## config.mk

```make
export PLATFORM = sky130hd
export DESIGN_NAME = operand_buffer
export DESIGN_NICKNAME = d
export VERILOG_FILES = /design/src/cfu_pkg.sv /design/src/operand_buffer.sv
export SDC_FILE = /design/constraint.sdc
export NUM_CORES = 2
export LEC_CHECK = 0
export BUFFER_PORTS_ARGS = -buffer_cell sky130_fd_sc_hd__buf_2
export CORE_ASPECT_RATIO = 1.4
export CORE_UTILIZATION = 60
export CTS_BUF_LIST = sky130_fd_sc_hd__clkbuf_4
export CTS_CLUSTER_DIAMETER = 50
export DETAILED_ROUTE_END_ITERATION = 16
export HOLD_SLACK_MARGIN = 0.02
export MAX_ROUTING_LAYER = met4
export PLACE_DENSITY = 0.77
export SLEW_MARGIN = 15
export SYNTH_ARGS = -nofsm -noshare
export SYNTH_HDL_FRONTEND = slang
export SYNTH_SLANG_ARGS = --single-unit
```

## constraint.sdc

```tcl
create_clock -name clk -period 2.9 [get_ports clk]
set_input_delay 0.29 -clock clk [delete_from_list [all_inputs] [get_ports clk]]
set_output_delay 0.29 -clock clk [all_outputs]
set_load 0.005 [all_outputs]
```

## src/cfu_pkg.sv

```systemverilog
// Matrix engine CFU definitions
package cfu_pkg;

  // Command channel widths
  localparam int FUNC_ID_W = 10;
  localparam int FUNCT7_W  = 7;
  localparam int XLEN      = 32;

  // Operand buffers, 256 entries each
  localparam int BUF_ADDR_W = 8;
  localparam int A_DATA_W   = 8;
  localparam int B_DATA_W   = 32;

  // Systolic row geometry
  localparam int N_COLS = 4;
  localparam int ACC_W  = 32;

  // Dot-product length, 1 to 256
  localparam int K_W = 9;

  // Sequencer counter needs headroom past K for the drain cycles
  localparam int SEQ_CNT_W = K_W + 1;

  // Cycles after the last issued address until the row is latched
  // (read latency plus column skew plus accumulator register)
  localparam int ROW_DRAIN = N_COLS + 1;

  // funct7 codes
  localparam logic [FUNCT7_W-1:0] FN_WRITE_A = 7'd1;
  localparam logic [FUNCT7_W-1:0] FN_WRITE_B = 7'd2;
  localparam logic [FUNCT7_W-1:0] FN_COMPUTE = 7'd3;
  localparam logic [FUNCT7_W-1:0] FN_READ    = 7'd4;

  typedef logic [BUF_ADDR_W-1:0] buf_addr_t;

  typedef logic [K_W-1:0] k_len_t;

  typedef logic signed [ACC_W-1:0] acc_t;

  typedef logic [$clog2(N_COLS)-1:0] lane_sel_t;

  // Result row, written whole and read back one lane at a time
  // Lane 0 occupies the most significant bits
  typedef union packed {
    logic [N_COLS*ACC_W-1:0] flat;
    acc_t [0:N_COLS-1]       lane;
  } result_row_u;

endpackage

```

## src/operand_buffer.sv

```systemverilog
// Operand buffer memory
`timescale 1ns/100ps

module operand_buffer #(
  parameter int DATA_W = 8
) (
  input  logic               clk,
  input  logic               rst_n,
  input  logic               wr_en,
  input  cfu_pkg::buf_addr_t addr,
  input  logic [DATA_W-1:0]  wdata,
  output logic [DATA_W-1:0]  rdata
);
  import cfu_pkg::*;

  localparam int DEPTH = 2 ** BUF_ADDR_W;

  logic [DATA_W-1:0] mem [0:DEPTH-1];

  // Storage array, no reset
  always_ff @(posedge clk) begin
    if (wr_en) begin
      mem[addr] <= wdata;
    end
  end

  // Registered read, old data on a same-address write
  always_ff @(posedge clk or negedge rst_n) begin
    if (!rst_n) begin
      rdata <= '0;
    end else begin
      rdata <= mem[addr];
    end
  end

endmodule

```

; ---- After elaboration in Yosys (flattened, before gate mapping)
; Memories as Yosys holds them, arrays and structs flattened. A register that Yosys moved wholly into a read port is not among the register bits.
; Index checks and enable logic that the tools add are counted.
[word_totals]
mem_count = 1
wordCells = 4
ramBits = 2048
out_inout_bits = 8
input_bits = 19
register_bits = 0
[classes]
mux = 2
reduce_logical = 1
[memory_table]
columns = name, words, width, rd, rd_clocked_by_memory_dff, write_ports, line_no
row1 = mem, 256, 8, 1, 1, 1, operand_buffer.sv:18  ; logic [DATA_W-1:0] mem [0:DEPTH-1];
[ops]
columns = operator, count
row1 = 1-bit 2-to-1 mux, 2
row2 = 1-bit logical NOT, 1

; ---- Longest topological paths before layout
[logic_depth]
depth_word = 2
mapped_depth = 9

; ---- Least setup slack after synthesis
; Ideal clock, no wire load.
[synth_path]
kind = input to register
from = input port addr[3]
to = memory mem[105][0] (enable)
path_buffers = 5
required_time_ps = 2530
stages = 8
setup_time_ps = 370
arrival_time_ps = 2104
setup_slack_ps = 425
path_cell_list = clkbuf_1 -> nor2b_1 -> buf_2 -> clkbuf_1 -> clkbuf_1 -> nand3_1 -> clkbuf_1 -> nor2_1
[synth_rtl]
columns = element, line_no
row1 = from (decl), operand_buffer.sv:10  ; input cfu_pkg::buf_addr_t addr,
row2 = to (decl), operand_buffer.sv:18
; Straight into the memory's write port.

==> results_dict.tcl <==
set metrics [dict create \
    yosys-top-cells-count "sky130_fd_sc_hd__edfxtp_1, sky130_fd_sc_hd__mux4_2, sky130_fd_sc_hd__a22oi_1" \
    critical_path.max_fanout 1 \
    synth.top_cells.by_area "sky130_fd_sc_hd__edfxtp_1, sky130_fd_sc_hd__mux4_2, sky130_fd_sc_hd__a22oi_1, sky130_fd_sc_hd__nor2_1, sky130_fd_sc_hd__a21oi_1" \
    leakagePower_uw 0.02917 \
    worst_clock_skew_ns 0.09607 \
    achievable-frequency_mhz 363.0 \
    htree_num_levels 5 \
    wire_per_inst_um 29.04 \
    synth.net_count 3565 \
    cts_root_buf "sky130_fd_sc_hd__clkbuf_4" \
    core_area_um2 129400 \
    share_of_post_route_cells_with_drive_strength_above_1_pct 37.59 \
    r2r.worst_path.cells 6 \
    hpwl_um 118900 \
    dr.pass1.iters 5 \
    num_vias 41210 \
    number_of_register_bits_inferred_by_synthesis 2056 \
    grt_usage_pct 29.87 \
    cts.repair_timing.setup_buffer_count 0 \
    placementRows 156 \
    ys_async_sr_fraction_pct 0.3891 \
    worst_setup_path_end_kind "flip-flop" \
    critPathArrivalTime_ns 4.03 \
    grt_residual_overflow 0 \
    final_hold_viol_count 0 \
    clock_path_buffers 4 \
    postLayoutCoreUtil_pct 69.84 \
    worstHoldPathType "primary input to flip-flop" \
    via_per_inst 6.419 \
    drc 0 \
    largest_net_degree_at_the_start_of_global_routing 117 \
    num_io_pins 27 \
    post_synth_inst_count 3546 \
    tritoncts "done" \
    portBuffers 26 \
    timing.final.max_slew_violations 0 \
    type_of_element_launching_the_critical_path "flip-flop" \
    grt_pass1_vias 42750 \
    drv.max_cap_violation_count 0 \
    number_of_inserted_filler_cells_in_the_final_layout 7493 \
    number_of_antenna_violations_at_the_first_check_in_global_routing 8 \
    ys_warn_count 0 \
    total_power_uw 56720 \
    worst_slew_pin_slew_ns 1.130 \
    final_ant_viol_nets 0 \
    die_height_um 430.0 \
    die_w_um 307.7 \
    floorplan.die_area_um2 132300 \
    synth-seq-area-share_pct 78.60 \
    cp.required_ns 4.18 \
    hold_slack_ns 0.05383 \
    synthMostInstantiatedCell "sky130_fd_sc_hd__edfxtp_1" \
    yosysTopAreaCellShare_pct 78.35 \
    hold_path_depth 2 \
    dpl-instance-area_um2 84720 \
    ir_worst_vdd_mv 0.4710 \
    place.gp.congestion 0.9006 \
    cts_num_sinks 2056 \
    post_synth_instance_area_um2 78490 \
    post_cts_resized 0 \
    grt_pass1_wl_um 274600 \
    dominantRegCellSynth "sky130_fd_sc_hd__edfxtp_1" \
    period_share_pct 95.00 \
    initialDrtViolationCount 5244 \
    synth.lib_cells_used.distinct 22 \
    outcome "complete, no violations" \
    finish.instance_area_um2 90380 \
    netlist.top_cell.by_area "sky130_fd_sc_hd__edfxtp_1" \
    wirelength_um 186400 \
    synth_enable_flop_cells 2048 \
    fin_nets 4387 \
    synthToLayoutAreaGrowth_pct 15.14 \
    max-slew-margin-rel_pct 23.67 \
    setup_viol 0 \
    numCtsBuffers 449 \
    grt_setup_unrepaired "false" \
    p_per_area_nw_per_um2 627.6 \
    clkTransAtPathRegs_ns 0.09 \
    clk_latency_ns 1.40 \
    syn_area_per_cell_um2 22.14 \
    final.min_clock_period_ns 2.755 \
    initial_utilization_pct 60.65 \
    crit_type "flip-flop to flip-flop" \
    totalNegativeSetupSlack_ns 0 \
]
-- repair_timing --
action	4_1_cts	5_1_grt
hold buffers	24	0
endpoints found under the hold margin	3532	0
setup endpoints to repair	0	0
-- worst paths after layout --
| kind | slack, ns | endpoint | from |
|---|---|---|---|
| setup / recovery | 0.15 | rdata[7] | mem[111][7] |
| hold / removal | 0.05 | mem[162][2] | wdata[2] |
| setup reg to reg | 0.15 | rdata[7] | mem[111][7] |
| hold reg to reg | 1.06 | rdata[0] | mem[240][0] |
| max in group asynchronous | 1.91 | rdata[2] | rst_n |
| min in group asynchronous | 0.62 | rdata[0] | rst_n |
-- cells by family (layout without fill, tap and decap cells) --
logic type	after synthesis	in the layout	share of synthesized area (%)
compound gates	416	416	3.622
other cells	0	18	0
buf+inv	233	1351	1.355
flops	2056	2056	78.60
mux	512	512	14.69
simple gates	329	329	1.728
-- registers in the layout, indices dropped and copies added (netlist names) --
register / cells
mem: 2048
rdata: 8
-- where the power goes --
part	switching [uW]	internal [uW]
registers	53.6	32700
clock network	10400	10500
logic	1830	1180
total	12300	44400
-- placed cells by master, fill, tap and decap left out, drive strengths merged --
master	synthesis	final
nor2	229	229
diode	0	18
nand4	8	8
and2	3	3
nand3	12	12
a22oi	256	256
mux4	512	512
nand2b	6	6
clkinvlp	0	1
clkinv	0	112
dlygate4sd3	0	23
inv	1	7
dfrtp	8	8
buf	104	572
nor3	33	33
or2	2	2
clkbuf	128	628
o41ai	32	32
edfxtp	2048	2048
nor2b	7	7
bufinv	0	8
nand2	29	29
a21oi	128	128
-- final cells by class --
type                            instances  area (um2)  share of cell area [%]
Sequential cell                      2056       61700                   68.27
Multi-Input combinational cell       1257       15770                   17.45
Timing Repair Buffer                  603        5323                   5.889
Clock buffer                          620        4654                   5.150
Tap cell                             1738        2175                   2.406
Clock inverter                        127       711.9                  0.7877
Antenna cell                           18       45.04                 0.04984
Inverter                                1       3.754                0.004153
-- stage by stage --
stage	setup slack (ns)	instances
3_5_place_dp	-0.6369	5631
5_1_grt	0.1038	6411
2_1_floorplan	0.4254	3546
3_3_place_gp	-0.8213	5631
4_1_cts	0.09860	6402
6_report	0.1450	6420
-- worst max-delay path, stage by stage (launching register included) --
cell	delay, ns
sky130_fd_sc_hd__edfxtp_1	0.37
sky130_fd_sc_hd__mux4_2	0.51
sky130_fd_sc_hd__a22oi_1	0.32
sky130_fd_sc_hd__a21oi_1	0.24
sky130_fd_sc_hd__o41ai_1	0.91
sky130_fd_sc_hd__buf_4	0.25
sky130_fd_sc_hd__nand4_1	0.10
-- per-layer routing --
| metal | GRT usage (%) | routed length [um] |
|---|---|---|
| met1 | 36.71 | 63310 |
| met2 | 48.38 | 95950 |
| met3 | 6.128 | 18220 |
| met4 | 13.20 | 8946 |
| met5 | - | 0 |
Power figures use the tool's default switching activity.
