File: src/cfu_pkg.sv
// Matrix engine CFU definitions
package cfu_pkg;

  // Command channel widths
  localparam int FUNC_ID_W = 10;
  localparam int FUNCT7_W  = 7;
  localparam int XLEN      = 32;

  // Operand buffers, 256 entries each
  localparam int BUF_ADDR_W = 8;
  localparam int A_DATA_W   = 8;
  localparam int B_DATA_W   = 32;

  // Systolic row geometry
  localparam int N_COLS = 4;
  localparam int ACC_W  = 32;

  // Dot-product length, 1 to 256
  localparam int K_W = 9;

  // Sequencer counter needs headroom past K for the drain cycles
  localparam int SEQ_CNT_W = K_W + 1;

  // Cycles after the last issued address until the row is latched
  // (read latency plus column skew plus accumulator register)
  localparam int ROW_DRAIN = N_COLS + 1;

  // funct7 codes
  localparam logic [FUNCT7_W-1:0] FN_WRITE_A = 7'd1;
  localparam logic [FUNCT7_W-1:0] FN_WRITE_B = 7'd2;
  localparam logic [FUNCT7_W-1:0] FN_COMPUTE = 7'd3;
  localparam logic [FUNCT7_W-1:0] FN_READ    = 7'd4;

  typedef logic [BUF_ADDR_W-1:0] buf_addr_t;

  typedef logic [K_W-1:0] k_len_t;

  typedef logic signed [ACC_W-1:0] acc_t;

  typedef logic [$clog2(N_COLS)-1:0] lane_sel_t;

  // Result row, written whole and read back one lane at a time
  // Lane 0 occupies the most significant bits
  typedef union packed {
    logic [N_COLS*ACC_W-1:0] flat;
    acc_t [0:N_COLS-1]       lane;
  } result_row_u;

endpackage

File: src/cfu_cmd_decoder.sv
// CFU command decoder
`timescale 1ns/100ps

module cfu_cmd_decoder (
  input  logic                          clk,
  input  logic                          rst_n,
  input  logic                          cmd_valid,
  input  logic [cfu_pkg::FUNC_ID_W-1:0] cmd_function_id,
  input  logic [cfu_pkg::XLEN-1:0]      cmd_input_0,
  input  logic [cfu_pkg::XLEN-1:0]      cmd_input_1,
  input  logic                          rsp_ready,
  input  logic                          busy,
  input  cfu_pkg::buf_addr_t            row_a_addr,
  input  cfu_pkg::buf_addr_t            row_b_addr,
  input  cfu_pkg::result_row_u          result_row,
  output logic                          cmd_ready,
  output logic                          rsp_valid,
  output cfu_pkg::acc_t                 rsp_output_0,
  output logic                          a_wr_en,
  output cfu_pkg::buf_addr_t            a_addr,
  output logic [cfu_pkg::A_DATA_W-1:0]  a_wdata,
  output logic                          b_wr_en,
  output cfu_pkg::buf_addr_t            b_addr,
  output logic [cfu_pkg::B_DATA_W-1:0]  b_wdata,
  output logic                          start,
  output cfu_pkg::k_len_t               k_len
);
  import cfu_pkg::*;

  typedef enum logic [2:0] {
    IDLE,
    WRITE,
    READ,
    START,
    RUN,
    FINISH
  } state_t;

  state_t                state;
  state_t                next_state;
  logic [FUNCT7_W-1:0]   funct7;
  lane_sel_t             lane_sel;
  acc_t                  lane_q;

  assign funct7   = cmd_function_id[FUNC_ID_W-1:FUNC_ID_W-FUNCT7_W];
  assign lane_sel = cmd_input_1[$bits(lane_sel_t)-1:0];

  always_ff @(posedge clk or negedge rst_n) begin
    if (!rst_n) begin
      state <= IDLE;
    end else begin
      state <= next_state;
    end
  end

  // Unknown funct7 leaves the FSM in IDLE
  always_comb begin
    next_state = state;
    case (state)
      IDLE: begin
        if (cmd_valid) begin
          case (funct7)
            FN_WRITE_A, FN_WRITE_B: next_state = WRITE;
            FN_COMPUTE:             next_state = START;
            FN_READ:                next_state = READ;
            default:                next_state = IDLE;
          endcase
        end
      end
      WRITE:   next_state = FINISH;
      READ:    next_state = FINISH;
      START:   next_state = RUN;
      RUN:     next_state = busy ? RUN : FINISH;
      FINISH:  next_state = rsp_ready ? IDLE : FINISH;
      default: next_state = IDLE;
    endcase
  end

  // Host keeps the command stable until cmd_ready
  assign a_wr_en = (state == WRITE) && (funct7 == FN_WRITE_A);
  assign b_wr_en = (state == WRITE) && (funct7 == FN_WRITE_B);
  assign a_wdata = cmd_input_1[XLEN-1 -: A_DATA_W];
  assign b_wdata = cmd_input_1[B_DATA_W-1:0];

  // Row owns the buffer addresses while it runs
  assign a_addr = (state == RUN) ? row_a_addr : cmd_input_0[BUF_ADDR_W-1:0];
  assign b_addr = (state == RUN) ? row_b_addr : cmd_input_0[BUF_ADDR_W-1:0];

  assign start = (state == START);
  assign k_len = cmd_input_0[K_W-1:0];

  // Lane captured once so the payload holds under back-pressure
  always_ff @(posedge clk or negedge rst_n) begin
    if (!rst_n) begin
      lane_q <= '0;
    end else if (state == READ) begin
      lane_q <= result_row.lane[lane_sel];
    end
  end

  assign rsp_valid    = (state == FINISH);
  assign cmd_ready    = (state == FINISH);
  assign rsp_output_0 = lane_q;

endmodule

File: config.mk
export PLATFORM = sky130hd
export DESIGN_NAME = cfu_cmd_decoder
export DESIGN_NICKNAME = d
export VERILOG_FILES = /design/src/cfu_pkg.sv /design/src/cfu_cmd_decoder.sv
export SDC_FILE = /design/constraint.sdc
export NUM_CORES = 1
export LEC_CHECK = 0
export BUFFER_PORTS_ARGS = -buffer_cell sky130_fd_sc_hd__buf_4
export CORE_AREA = 10 10 118 120
export DETAILED_ROUTE_END_ITERATION = 16
export DIE_AREA = 0 0 128 130
export MAX_ROUTING_LAYER = met4
export PLACE_DENSITY = 0.7
export SYNTH_ARGS = -nofsm -noshare
export SYNTH_HDL_FRONTEND = slang
export SYNTH_SLANG_ARGS = --single-unit
export TNS_END_PERCENT = 100
File: constraint.sdc
create_clock -name clk -period 2.35 [get_ports clk]
set_clock_uncertainty 0.2 [all_clocks]
set_input_delay 0.3525 -clock clk [delete_from_list [all_inputs] [get_ports clk]]
set_output_delay 0.3525 -clock clk [all_outputs]
set_load 0.02 [all_outputs]
# Word level (Yosys, flattened, before mapping)
# Cells that the tools add are included.
# totals
reg_bits	35
latchBits	0
ram_bits	0
romBits	0
input_bits	223
out_inout_bits	102
wordCells	29
mem_count	0
# op_classes
add_sub_neg	0
mul	0
n_div	0
n_lt_le_gt_ge	1
eq_ne	10
shift	0
mux	10
bitwise_logic	1
n_reduce_logical	5
# op_table
op	n
$bmux 32 s2	1
$mux 32	2
$mux 8	2
$pmux 3 s5	1
$eq 7x2->1 const B	2
$eq 7x1->1 const B	1
$eq 7x3->1 const B	1
$eq 3x2->1 const B	2
$eq 3x3->1 const B	2
$mux 3	2
$pmux 2 s3	1
$reduce_or 2->1	2
$eq 3x1->1 const B	1
$ge 3x3->1 const B	1
$logic_not 3->1	1
$not 2->3	1
$logic_and 1x1->1	2
$ne 2x2->1 const B	1
$mux 1	1

# Depth between registers and ports, before layout
# depth
ltp_word	5
mapped_depth	5
ltp_nobuf	3

# Worst setup path before layout
# OpenSTA, ideal clock, no wires.
# synth_path
kind	reg2out
startpoint	register state[0]
endpoint	output port b_addr[1]
t_arrival_ns	1.461
setup_slack_ns	0.337
path_stages_with_launch	5
n_path_buf	2
path_cell_list	dfrtp_1 -> buf_2 -> nor3b_4 -> buf_4 -> mux2_1
# synth_between
elab_chain_len	2
# synth_lines
element	line_no	rtl
start: declaration	cfu_cmd_decoder.sv:39	state_t state;
start signal: assignment	cfu_cmd_decoder.sv:52	state <= next_state;
$eq 3x3->1	cfu_cmd_decoder.sv:87	assign b_addr = (state == RUN) ? row_b_addr : cmd_input_0[BUF_ADDR_W-1:0];
$mux 8	cfu_cmd_decoder.sv:87	
end: declaration	cfu_cmd_decoder.sv:23	output cfu_pkg::buf_addr_t b_addr,
# Every way passes these cells.

# Worst setup path after layout
# layout_path
startpoint	register state[1]
endpoint	output port b_addr[6]
# Same word-level chain as after synthesis.

==> results.json <==
{
  "status": "finished clean",
  "grt_antenna_before_repair": 0,
  "worstMarginPinSlew_ns": 0.470,
  "yosys_warnings": 0,
  "setup_viol": 0,
  "p_leak_nw": 2.25,
  "first_pass_iters": 4,
  "io_pins": 325,
  "start_util": 0.252,
  "final_hold_viol_count": 0,
  "gp_congestion": 0.777,
  "layout-drive-gt1-share": 0.832,
  "ys.flop_type": "dfrtp_1",
  "dp_slack_ns": 0.229,
  "cpLargestDelayFamily": "flip-flops",
  "viasPerCell": 4.66,
  "yosysUniqueCellTypes": 29,
  "multi_input_area_mm2": 0.00156,
  "cp_slowest_stage_delay_ns": 0.47,
  "power-per-cell-area_mw_per_mm2": 545,
  "worstPathArrival_ns": 1.70,
  "overflow": 0,
  "core_mm2": 0.0117,
  "syn_nets": 429,
  "cap_viol_max_count": 0,
  "syn-instance-count": 206,
  "startpoint_type": "flip-flop",
  "rsz0062_at_grt": "false",
  "max_clock_freq_mhz": 444,
  "critical_path_class": "flip-flop to output port",
  "dp.final_hpwl_um": 9390,
  "synth.cell_area_mm2": 0.00296,
  "nFillCells": 1133,
  "die_w_um": 128,
  "setup_ws_ns": 0.0992,
  "antenna_cells": 0,
  "cts.reportedPaths.clkPinSlew_ns": 0.05,
  "grt_start_max_net_pins": 36,
  "cts_buffer_depth": 2,
  "synthToLayoutAreaGrowth_pct": 54.3,
  "grt_use_total": 0.127,
  "postPlaceCellArea_mm2": 0.00441,
  "ff_latch_area_um2": 877,
  "layout_commonest_cell": "buf_4",
  "worstSkewPairLatency_ns": 0.27,
  "numPortBuffers": 228,
  "timing.final.crit_share": 0.958,
  "crit_path_cell_trace": "nor3b_4, buf_6, mux2_2, buf_4",
  "vdd_drop_max_v": 0.000322,
  "avgSynthCellArea_um2": 14.3,
  "cts_root_buf": "clkbuf_16",
  "path_max_fanout": 16,
  "tns_ns": 0,
  "async_flop_share": 1.00,
  "htreeDepth": 2,
  "slew_viol_final": 0,
  "die_y_um": 130,
  "routedWlPerCell_um": 20.4,
  "grt_pass1_wl_um": 16000,
  "num_rows": 40,
  "hp-class": "input pin to flip-flop",
  "postRouteWirelength_um": 10900,
  "cts_sinks": 35,
  "ant_nets": 0,
  "crit_buf_inv": 2,
  "ys_ff_latch": 35,
  "worstPathRequired_ns": 1.80,
  "post-route-min-period_ns": 2.25,
  "vias": 2490,
  "postLayoutCoreUtil": 0.389,
  "nNetsFinal": 609,
  "grt_pass1_vias": 2939,
  "total_power_w": 0.00249,
  "drt_iter0_markers": 48,
  "synth_edf_count": 0,
  "cts_buffers": 5,
  "design_area_mm2": 0.00456,
  "drc": 0,
  "slew_headroom": 0.687,
  "yosysSeqAreaShare": 0.296,
  "layout_common_cells": "buf_4 (234), dfrtp_1 (34), mux4_2 (30), mux2_4 (30), mux2_2 (16)",
  "slowest_stage": "dfrtp_2",
  "dieArea_mm2": 0.0166,
  "cts_tree": "done",
  "cp-end-kind": "output port"
}
==> report_power, final <==
| part | switching (W) | internal, W | leakage (nW) |
|---|---|---|---|
| sequential | 0.0000217 | 0.000635 | 0.482 |
| clock | 0.000251 | 0.000392 | 0.0679 |
| combinational | 0.000526 | 0.000661 | 1.70 |
==> routing by layer <==
metal | GRT usage | up-vias | part of all wire
met1 | 0.127 | 1189 | 0.36
met5 | - | - | 0
li1 | - | 1089 | -
met4 | 0.0311 | 0 | 0.011
met3 | 0.0552 | 18 | 0.11
met2 | 0.225 | 194 | 0.53
==> synthesized netlist by cell type, types with 2 or more instances <==
cell	n	area share
mux2_4	30	0.15
mux4_1	2	0.018
mux4_2	30	0.23
a31oi_1	2	0.0042
mux2_2	16	0.061
nor2_1	3	0.0038
nor3b_1	3	0.0076
nand2_1	5	0.0064
clkbuf_1	4	0.0051
buf_4	52	0.13
buf_12	3	0.020
mux2_1	2	0.0076
dfrtp_1	35	0.30
buf_6	4	0.015
==> final cells by class <==
type                    instances  area share
flip-flops and latches         35       0.192
inverters                       1    0.000823
clock inverters                 1     0.00110
multi-input cells             106       0.342
clock buffers                   7      0.0291
well taps                     147      0.0403
repair buffers                237       0.394
==> through the flow <==
| stage | instances | hold WS (ns) |
|---|---|---|
| after CTS | 534 | 0.154 |
| after detailed placement | 525 | 0.147 |
| final | 534 | 0.163 |
| after global placement | 525 | 0.143 |
| after floorplan | 206 | -0.143 |
| after global routing | 534 | 0.158 |
==> registers in the layout, summed over array words and instances, names as in the netlist <==
| register | count |
|---|---|
| rsp_output_0 | 32 |
| state | 3 |
==> cells by family (layout without fill, tap and decap cells) <==
group                  after synthesis  in the layout  share of synthesized area
buffers and inverters               65            246                      0.176
AO/OA/AOI/OAI                        6              6                     0.0140
flip-flops                          35             35                      0.296
AND/OR/NAND/NOR                     20             20                     0.0466
multiplexers                        80             80                      0.467
==> final timing paths <==
path	startpoint	end	slack [ns]	depth (start not counted)
max reg2reg	state[0]$_DFFE_PN0P_	rsp_output_0[10]$_DFFE_PN0N_	0.49	4
min reg2reg	rsp_output_0[30]$_DFFE_PN0N_	rsp_output_0[30]$_DFFE_PN0N_	0.31	1
max in group asynchronous	rst_n	state[1]$_DFFE_PN0P_	1.21	2
max	state[1]$_DFFE_PN0P_	b_addr[6]	0.1	4
min	cmd_valid	state[1]$_DFFE_PN0P_	0.16	2
min in group asynchronous	rst_n	rsp_output_0[12]$_DFFE_PN0N_	0.38	2
==> worst register-to-register path: cells and delay by family, from the launching register on <==
family,cells,cell delay [ns]
AND/OR/NAND/NOR,1,0.20
flip-flops,1,0.40
multiplexers,1,0.38
buffers and inverters,2,0.57
==> timing repair <==
| action | 4_1_cts | 5_1_grt |
|---|---|---|
| hold buffers | 1 | 0 |
| buffers inserted | 0 | 0 |
| setup endpoints to repair | 0 | 16 |
| gates resized for setup | 0 | 2 |
| hold endpoints to repair | 35 | 0 |
Power figures use the tool's default switching activity.
