===== src/cfu_pkg.sv =====
// Matrix engine CFU definitions
package cfu_pkg;

  // Command channel widths
  localparam int FUNC_ID_W = 10;
  localparam int FUNCT7_W  = 7;
  localparam int XLEN      = 32;

  // Operand buffers, 256 entries each
  localparam int BUF_ADDR_W = 8;
  localparam int A_DATA_W   = 8;
  localparam int B_DATA_W   = 32;

  // Systolic row geometry
  localparam int N_COLS = 4;
  localparam int ACC_W  = 32;

  // Dot-product length, 1 to 256
  localparam int K_W = 9;

  // Sequencer counter needs headroom past K for the drain cycles
  localparam int SEQ_CNT_W = K_W + 1;

  // Cycles after the last issued address until the row is latched
  // (read latency plus column skew plus accumulator register)
  localparam int ROW_DRAIN = N_COLS + 1;

  // funct7 codes
  localparam logic [FUNCT7_W-1:0] FN_WRITE_A = 7'd1;
  localparam logic [FUNCT7_W-1:0] FN_WRITE_B = 7'd2;
  localparam logic [FUNCT7_W-1:0] FN_COMPUTE = 7'd3;
  localparam logic [FUNCT7_W-1:0] FN_READ    = 7'd4;

  typedef logic [BUF_ADDR_W-1:0] buf_addr_t;

  typedef logic [K_W-1:0] k_len_t;

  typedef logic signed [ACC_W-1:0] acc_t;

  typedef logic [$clog2(N_COLS)-1:0] lane_sel_t;

  // Result row, written whole and read back one lane at a time
  // Lane 0 occupies the most significant bits
  typedef union packed {
    logic [N_COLS*ACC_W-1:0] flat;
    acc_t [0:N_COLS-1]       lane;
  } result_row_u;

endpackage


===== src/mac_pe.sv =====
// Signed multiply-accumulate cell
`timescale 1ns/100ps

module mac_pe (
  input  logic                         clk,
  input  logic                         rst_n,
  input  logic                         clear,
  input  logic [cfu_pkg::A_DATA_W-1:0] west_in,
  input  logic [cfu_pkg::A_DATA_W-1:0] north_in,
  output logic [cfu_pkg::A_DATA_W-1:0] east_out,
  output cfu_pkg::acc_t                acc
);
  import cfu_pkg::*;

  logic signed [2*A_DATA_W-1:0] prod;

  assign prod = $signed(west_in) * $signed(north_in);

  // Accumulator wraps modulo 2^32
  always_ff @(posedge clk or negedge rst_n) begin
    if (!rst_n) begin
      acc <= '0;
    end else if (clear) begin
      acc <= '0;
    end else begin
      acc <= acc + acc_t'(prod);
    end
  end

  // Pass A operand on to the next column
  always_ff @(posedge clk or negedge rst_n) begin
    if (!rst_n) begin
      east_out <= '0;
    end else begin
      east_out <= west_in;
    end
  end

endmodule


===== src/systolic_row.sv =====
// Systolic row with compute sequencer
`timescale 1ns/100ps

module systolic_row (
  input  logic                         clk,
  input  logic                         rst_n,
  input  logic                         start,
  input  cfu_pkg::k_len_t              k_len,
  input  logic [cfu_pkg::A_DATA_W-1:0] a_rdata,
  input  logic [cfu_pkg::B_DATA_W-1:0] b_rdata,
  output logic                         busy,
  output cfu_pkg::buf_addr_t           a_addr,
  output cfu_pkg::buf_addr_t           b_addr,
  output cfu_pkg::result_row_u         result_row
);
  import cfu_pkg::*;

  logic [SEQ_CNT_W-1:0] cnt;
  k_len_t               k_q;
  logic                 issue;
  logic                 rd_valid;
  logic                 latch;

  // West chain, entry N_COLS is the spill out of the last column
  logic [A_DATA_W-1:0] west  [0:N_COLS];
  logic [A_DATA_W-1:0] north [0:N_COLS-1];
  acc_t                acc   [0:N_COLS-1];

  // Sequencer
  // cnt is 1 in the cycle after start and counts up to K + ROW_DRAIN
  always_ff @(posedge clk or negedge rst_n) begin
    if (!rst_n) begin
      busy <= 1'b0;
      cnt  <= '0;
      k_q  <= '0;
    end else if (start) begin
      busy <= 1'b1;
      cnt  <= SEQ_CNT_W'(1);
      k_q  <= k_len;
    end else if (busy) begin
      if (latch) begin
        busy <= 1'b0;
      end else begin
        cnt <= cnt + 1'b1;
      end
    end
  end

  assign issue = busy && (cnt <= k_q);
  assign latch = busy && (cnt == k_q + ROW_DRAIN);

  // Addresses 0 to K-1, wraps cleanly at K = 256
  assign a_addr = buf_addr_t'(cnt - 1'b1);
  assign b_addr = buf_addr_t'(cnt - 1'b1);

  // Read data arrives one cycle after the address
  always_ff @(posedge clk or negedge rst_n) begin
    if (!rst_n) begin
      rd_valid <= 1'b0;
    end else begin
      rd_valid <= issue;
    end
  end

  // Outside the read window the array sees zeros
  assign west[0] = rd_valid ? a_rdata : '0;

  // B byte 3-j feeds column j, delayed by j cycles
  for (genvar j = 0; j < N_COLS; j++) begin : g_skew
    logic [A_DATA_W-1:0] b_byte;

    assign b_byte = rd_valid ? b_rdata[A_DATA_W*(N_COLS-1-j) +: A_DATA_W] : '0;

    if (j == 0) begin : g_direct
      assign north[j] = b_byte;
    end else begin : g_delay
      logic [A_DATA_W-1:0] dly [1:j];

      always_ff @(posedge clk or negedge rst_n) begin
        if (!rst_n) begin
          for (int d = 1; d <= j; d++) begin
            dly[d] <= '0;
          end
        end else begin
          dly[1] <= b_byte;
          for (int d = 2; d <= j; d++) begin
            dly[d] <= dly[d-1];
          end
        end
      end

      assign north[j] = dly[j];
    end
  end

  for (genvar j = 0; j < N_COLS; j++) begin : u_pe
    mac_pe u_mac (
      .clk      (clk),
      .rst_n    (rst_n),
      .clear    (start),
      .west_in  (west[j]),
      .north_in (north[j]),
      .east_out (west[j+1]),
      .acc      (acc[j])
    );
  end

  // Result row holds until the next compute finishes
  always_ff @(posedge clk or negedge rst_n) begin
    if (!rst_n) begin
      result_row.flat <= '0;
    end else if (latch) begin
      for (int j = 0; j < N_COLS; j++) begin
        result_row.lane[j] <= acc[j];
      end
    end
  end

endmodule


===== config.mk =====
export PLATFORM = sky130hd
export DESIGN_NAME = systolic_row
export DESIGN_NICKNAME = d
export VERILOG_FILES = /design/src/cfu_pkg.sv /design/src/mac_pe.sv /design/src/systolic_row.sv
export SDC_FILE = /design/constraint.sdc
export NUM_CORES = 2
export LEC_CHECK = 0
export ABC_AREA = 1
export BUFFER_PORTS_ARGS = -buffer_cell sky130_fd_sc_hd__buf_4
export CAP_MARGIN = 20
export CORE_UTILIZATION = 53
export DETAILED_ROUTE_END_ITERATION = 16
export MAX_ROUTING_LAYER = met4
export PLACE_DENSITY = 0.73
export SLEW_MARGIN = 20
export SYNTH_ARGS = -nofsm -noshare
export SYNTH_HDL_FRONTEND = slang
export SYNTH_SLANG_ARGS = --single-unit

===== constraint.sdc =====
create_clock -name clk -period 6.5 [get_ports clk]
set_clock_uncertainty 0.2 [all_clocks]
set_input_delay 0.65 -clock clk [delete_from_list [all_inputs] [get_ports clk]]
set_output_delay 0.65 -clock clk [all_outputs]
set_load 0.02 [all_outputs]

# After elaboration in Yosys (flattened, before gate mapping)
# Cells that the tools add are included.
[op_classes]
n_reduce_logical = 4
n_addsub = 7
mux = 15
n_eq_ne = 2
n_lt_le_gt_ge = 1
multipliers = 4
[ops]
columns = ["cell", "count"]
rows = [
  ["$add 32x16->32", 4],
  ["$mux 32", 4],
  ["$mul 8x8->16", 4],
  ["$mux 8", 5],
  ["$mux 10", 3],
  ["$add 10x1->10 const B", 1],
  ["$add 9x3->10 const B", 1],
  ["$eq 10x10->1", 1],
  ["$le 10x9->1", 1],
  ["$sub 8x1->8 const B", 1],
  ["$mux 1", 3],
  ["$logic_and 1x1->1", 2],
  ["$ne 2x2->1 const B", 1],
  ["$reduce_and 2->1", 1],
  ["$reduce_bool 2->1", 1],
]
[totals]
wordCells = 51
out_inout_bits = 145
regBits = 349
in_bits = 52

# Depth between registers and ports, before layout
[logic_depth]
depth_word = 6
mapped_depth = 27
mapped_depth_nobuf = 26

# Hierarchy
# From an unflattened synthesis, not the netlist that was laid out.
[unflattened]
cells_unflattened = 4502
area_unflattened_um2 = 37923.9
[modules_own_cells]
columns = ["module", "n_inst", "area_per_inst_um2", "cells_each", "seq_area_each_um2"]
rows = [
  ["systolic_row", 1, 8699.6, 981, 4929.7],
  ["mac_pe at u_pe[1].u_mac", 1, 7398.3, 871, 1001.0],
  ["mac_pe at u_pe[0].u_mac", 1, 7312.0, 895, 1001.0],
  ["mac_pe at u_pe[3].u_mac", 1, 7260.7, 887, 1001.0],
  ["mac_pe at u_pe[2].u_mac", 1, 7253.2, 868, 1001.0],
]

# Least setup slack after synthesis
# OpenSTA, ideal clock, no wires.
[synth_timing]
path_kind = "input -> register"
from = "in a_rdata[7] in the netlist's numbering"
to = "reg u_pe[0].u_mac.acc[30]"
setup_time_ns = 0.119
stages = 18
t_required_ns = 6.181
path_slack_ns = -0.328
arrival_time_ns = 6.509
n_path_buf = 0
cell_sequence = "nand2_1 > nor2_1 > fa_1 > fa_1 > fa_1 > fa_1 > fa_1 > ha_1 > a21oi_1 > nand2_1 > nand2_1 > nand2_1 > nand2_1 > nand3_1 > nand2_1 > nand3_1 > nand2_1 > nor2_1"
[synth_via]
elab_chain_len = 4
[synth_rtl]
columns = ["element", "line_no", "source"]
rows = [
  ["start: declaration", "systolic_row.sv:9", "input logic [cfu_pkg::A_DATA_W-1:0] a_rdata,"],
  ["$mux 8", "systolic_row.sv:66", "assign west[0] = rd_valid ? a_rdata : '0;"],
  ["$mul 8x8->16", "mac_pe.sv:17", "assign prod = $signed(west_in) * $signed(north_in);"],
  ["$add 32x16->32", "mac_pe.sv:26", "acc <= acc + acc_t'(prod);"],
  ["$mux 32", "mac_pe.sv:23", "end else if (clear) begin"],
  ["end signal: assignment", "mac_pe.sv:26", ""],
  ["end: declaration", "mac_pe.sv:11", "output cfu_pkg::acc_t acc"],
]
# No other way between the ends.
# A chain may end at the register's enable or synchronous reset.

# Final worst setup path
[layout_timing]
from = "reg u_pe[0].u_mac.east_out[7] in the netlist's numbering"
to = "reg u_pe[1].u_mac.acc[17]"
[layout_via]
elab_chain_len = 3
[layout_rtl]
columns = ["element", "line_no", "source"]
rows = [
  ["start: declaration", "mac_pe.sv:10", "output logic [cfu_pkg::A_DATA_W-1:0] east_out,"],
  ["start signal: assignment", "mac_pe.sv:35", "east_out <= west_in;"],
  ["$mul 8x8->16", "mac_pe.sv:17", ""],
  ["$add 32x16->32", "mac_pe.sv:26", ""],
  ["$mux 32", "mac_pe.sv:23", ""],
  ["end signal: assignment", "mac_pe.sv:26", ""],
  ["end: declaration", "mac_pe.sv:11", ""],
]
# No other way between the ends.

==> flow_summary.json <==
{
  "via_per_inst": 5.12,
  "routed_wl_um": 87600,
  "nets": 5128,
  "cp_top_family": "adder cells",
  "antenna_found_initial": 9,
  "fmax_mhz": 167,
  "tns_ns": 0,
  "pin_count": 197,
  "stdcell_count": 5155,
  "drtIter0Drc": 1768,
  "hold_ws_ns": 0.0675,
  "postCtsHoldBufs": 1,
  "status": "completed",
  "holdPathStages": 3,
  "max-slew-margin-rel_pct": 36.4,
  "port_buffers": 196,
  "core_area_mm2": 0.0673,
  "fin_crit_sh_pct": 92.3,
  "die_w_um": 263,
  "dp_cells": 5066,
  "final_cell_mix": "inv_1, nand2_1, fa_1",
  "syn_avg_cell_area_um2": 8.89,
  "cts_sinks": 349,
  "synth_edf_count": 0,
  "final_layout_size_suffix_gt1_share_pct": 10.6,
  "cts_tree": "done",
  "cp-start-kind": "flip-flop",
  "grt_max_degree": 169,
  "htree_levels": 2,
  "netlist_area_mm2": 0.0362,
  "cp_max_fo": 15,
  "r2r_cells": 16,
  "slew_viol_final": 0,
  "hold_violations": 0,
  "cts_inserted_buffers": 44,
  "ys.flop_type": "dfrtp_1",
  "grt_pass1_vias": 28100,
  "dp_hpwl_um": 70400,
  "wl_per_cell_um": 17.0,
  "cts_root_buffer": "clkbuf_16",
  "nFillCells": 5967,
  "finalSetupViolCount": 0,
  "ys_warn_count": 0,
  "dieArea_mm2": 0.0693,
  "worstPathCellList": "nand2_1, fa_1, inv_1, fa_1, fa_1, fa_1, ha_1, ha_1, a21oi_1, inv_1, a21oi_1, o21ai_0, a21oi_1, nand2_1, nand2_1, nor2_1",
  "final_common_cell": "inv_1",
  "worstSetupPathType": "reg2reg",
  "ys_seq_elements": 349,
  "place.gp.congestion": 0.939,
  "rows": 95,
  "syn_inst": 4066,
  "syn_nets": 4954,
  "cp_common_cell": "fa_1",
  "vias": 26400,
  "die-height_um": 263,
  "cp.arrival_ns": 6.24,
  "worstPathRequired_ns": 6.74,
  "slowest_stage": "fa_1",
  "overflow": 0,
  "async_flop_share_pct": 100,
  "fin_util_pct": 59.6,
  "path_clk_slew_ns": 0.06,
  "initial_core_util_pct": 53.7,
  "ys_types": 38,
  "cts_setup_buffers": 0,
  "critPathMaxStageDelay_ns": 0.74,
  "ys_seq_area_share_pct": 24.2,
  "clk_latency_ns": 0.58,
  "grt_use_total_pct": 27.7,
  "drt_pass1_iterations": 5,
  "grt_pass1_wl_um": 148000,
  "rsz0062_at_grt": "no",
  "crit_buf_inv": 2,
  "max_cap_violations": 0,
  "worstMarginPinSlew_ns": 0.954,
  "clock_path_buffers": 3,
  "drcViolationCount": 0,
  "period_minus_slack_ns": 6.00,
  "syn_to_final_growth_pct": 10.9,
  "cts_resized": 0,
  "crit_cells": 16,
  "end_kind": "flip-flop",
  "drtAntennaViolNets": 0,
  "hold_class": "in2reg"
}
-- metrics by stage --
stage          setup slack, ns  cell area [µm²]
3_5_place_dp             0.454            38500
3_3_place_gp             0.521            38500
2_1_floorplan            0.465            36200
6_report                 0.501            40100
5_1_grt                  0.141            40100
4_1_cts                  0.460            40100
-- logic make-up after synthesis --
family	share of synthesized area [%]
AO/OA/AOI/OAI	7.94
XOR/XNOR	1.38
adder cells (fa/ha/maj)	40.2
buffers and inverters	10.9
flip-flops	24.2
AND/OR/NAND/NOR	15.4
-- Yosys cell counts (10+ instances only) --
cell	count	share of area, %
xnor2_1	33	0.80
buf_6	26	0.81
nor2_1	333	3.5
ha_1	292	10
clkbuf_1	64	0.66
buf_4	10	0.21
dfrtp_1	349	24
o21ai_2	120	2.9
fa_1	544	30
xor2_1	24	0.58
a21oi_1	171	2.4
o21ai_0	111	1.5
o21bai_1	29	0.60
inv_1	875	9.1
nand4_1	42	0.73
nand3_1	115	1.6
nand2_1	819	8.5
nor3_1	41	0.57
-- state kept, by name, indices dropped and copies added (netlist names) --
name	cells
g_skew.g_delay.dly	48
busy	1
u_pe.u_mac.acc	128
rd_valid	1
k_q	9
cnt	10
u_pe.u_mac.east_out	24
result_row	128
-- routing by layer --
layer | wire length [µm] | GRT usage [%]
met5 | 0 | -
met4 | 2070 | 6.80
met2 | 42000 | 44.5
met3 | 5280 | 4.92
met1 | 38300 | 36.4
-- area by class of cell --
type | count | area [µm²] | area share (%)
Multi-Input combinational cell | 2728 | 23500 | 58.6
Timing Repair Buffer | 237 | 1850 | 4.62
Antenna cell | 8 | 20.0 | 0.0499
Clock buffer | 58 | 1270 | 3.18
Sequential cell | 349 | 8730 | 21.8
Clock inverter | 22 | 334 | 0.833
Tap cell | 873 | 1090 | 2.72
Inverter | 880 | 3300 | 8.24
-- final timing paths --
kind / start / end / slack (ns)
min in group asynchronous: rst_n / result_row[19]$_DFFE_PN0P_ / 0.44
worst max-delay path: u_pe[0].u_mac.east_out[7]$_DFF_PN0_ / u_pe[1].u_mac.acc[17]$_DFF_PN0_ / 0.50
worst min-delay path: b_rdata[1] / g_skew[3].g_delay.dly[17]$_DFF_PN0_ / 0.07
worst min register to register: g_skew[3].g_delay.dly[16]$_DFF_PN0_ / g_skew[3].g_delay.dly[8]$_DFF_PN0_ / 0.15
worst max register to register: u_pe[0].u_mac.east_out[7]$_DFF_PN0_ / u_pe[1].u_mac.acc[17]$_DFF_PN0_ / 0.50
max in group asynchronous: rst_n / u_pe[1].u_mac.acc[15]$_DFF_PN0_ / 4.31
-- worst min-delay path, cell delays in order --
cell,delay (ns)
buf_4,0.08
nand2_1,0.04
inv_1,0.04
Power is not shown: default switching activity piles up to over one toggle a cycle in this logic, so the estimate is an artifact.
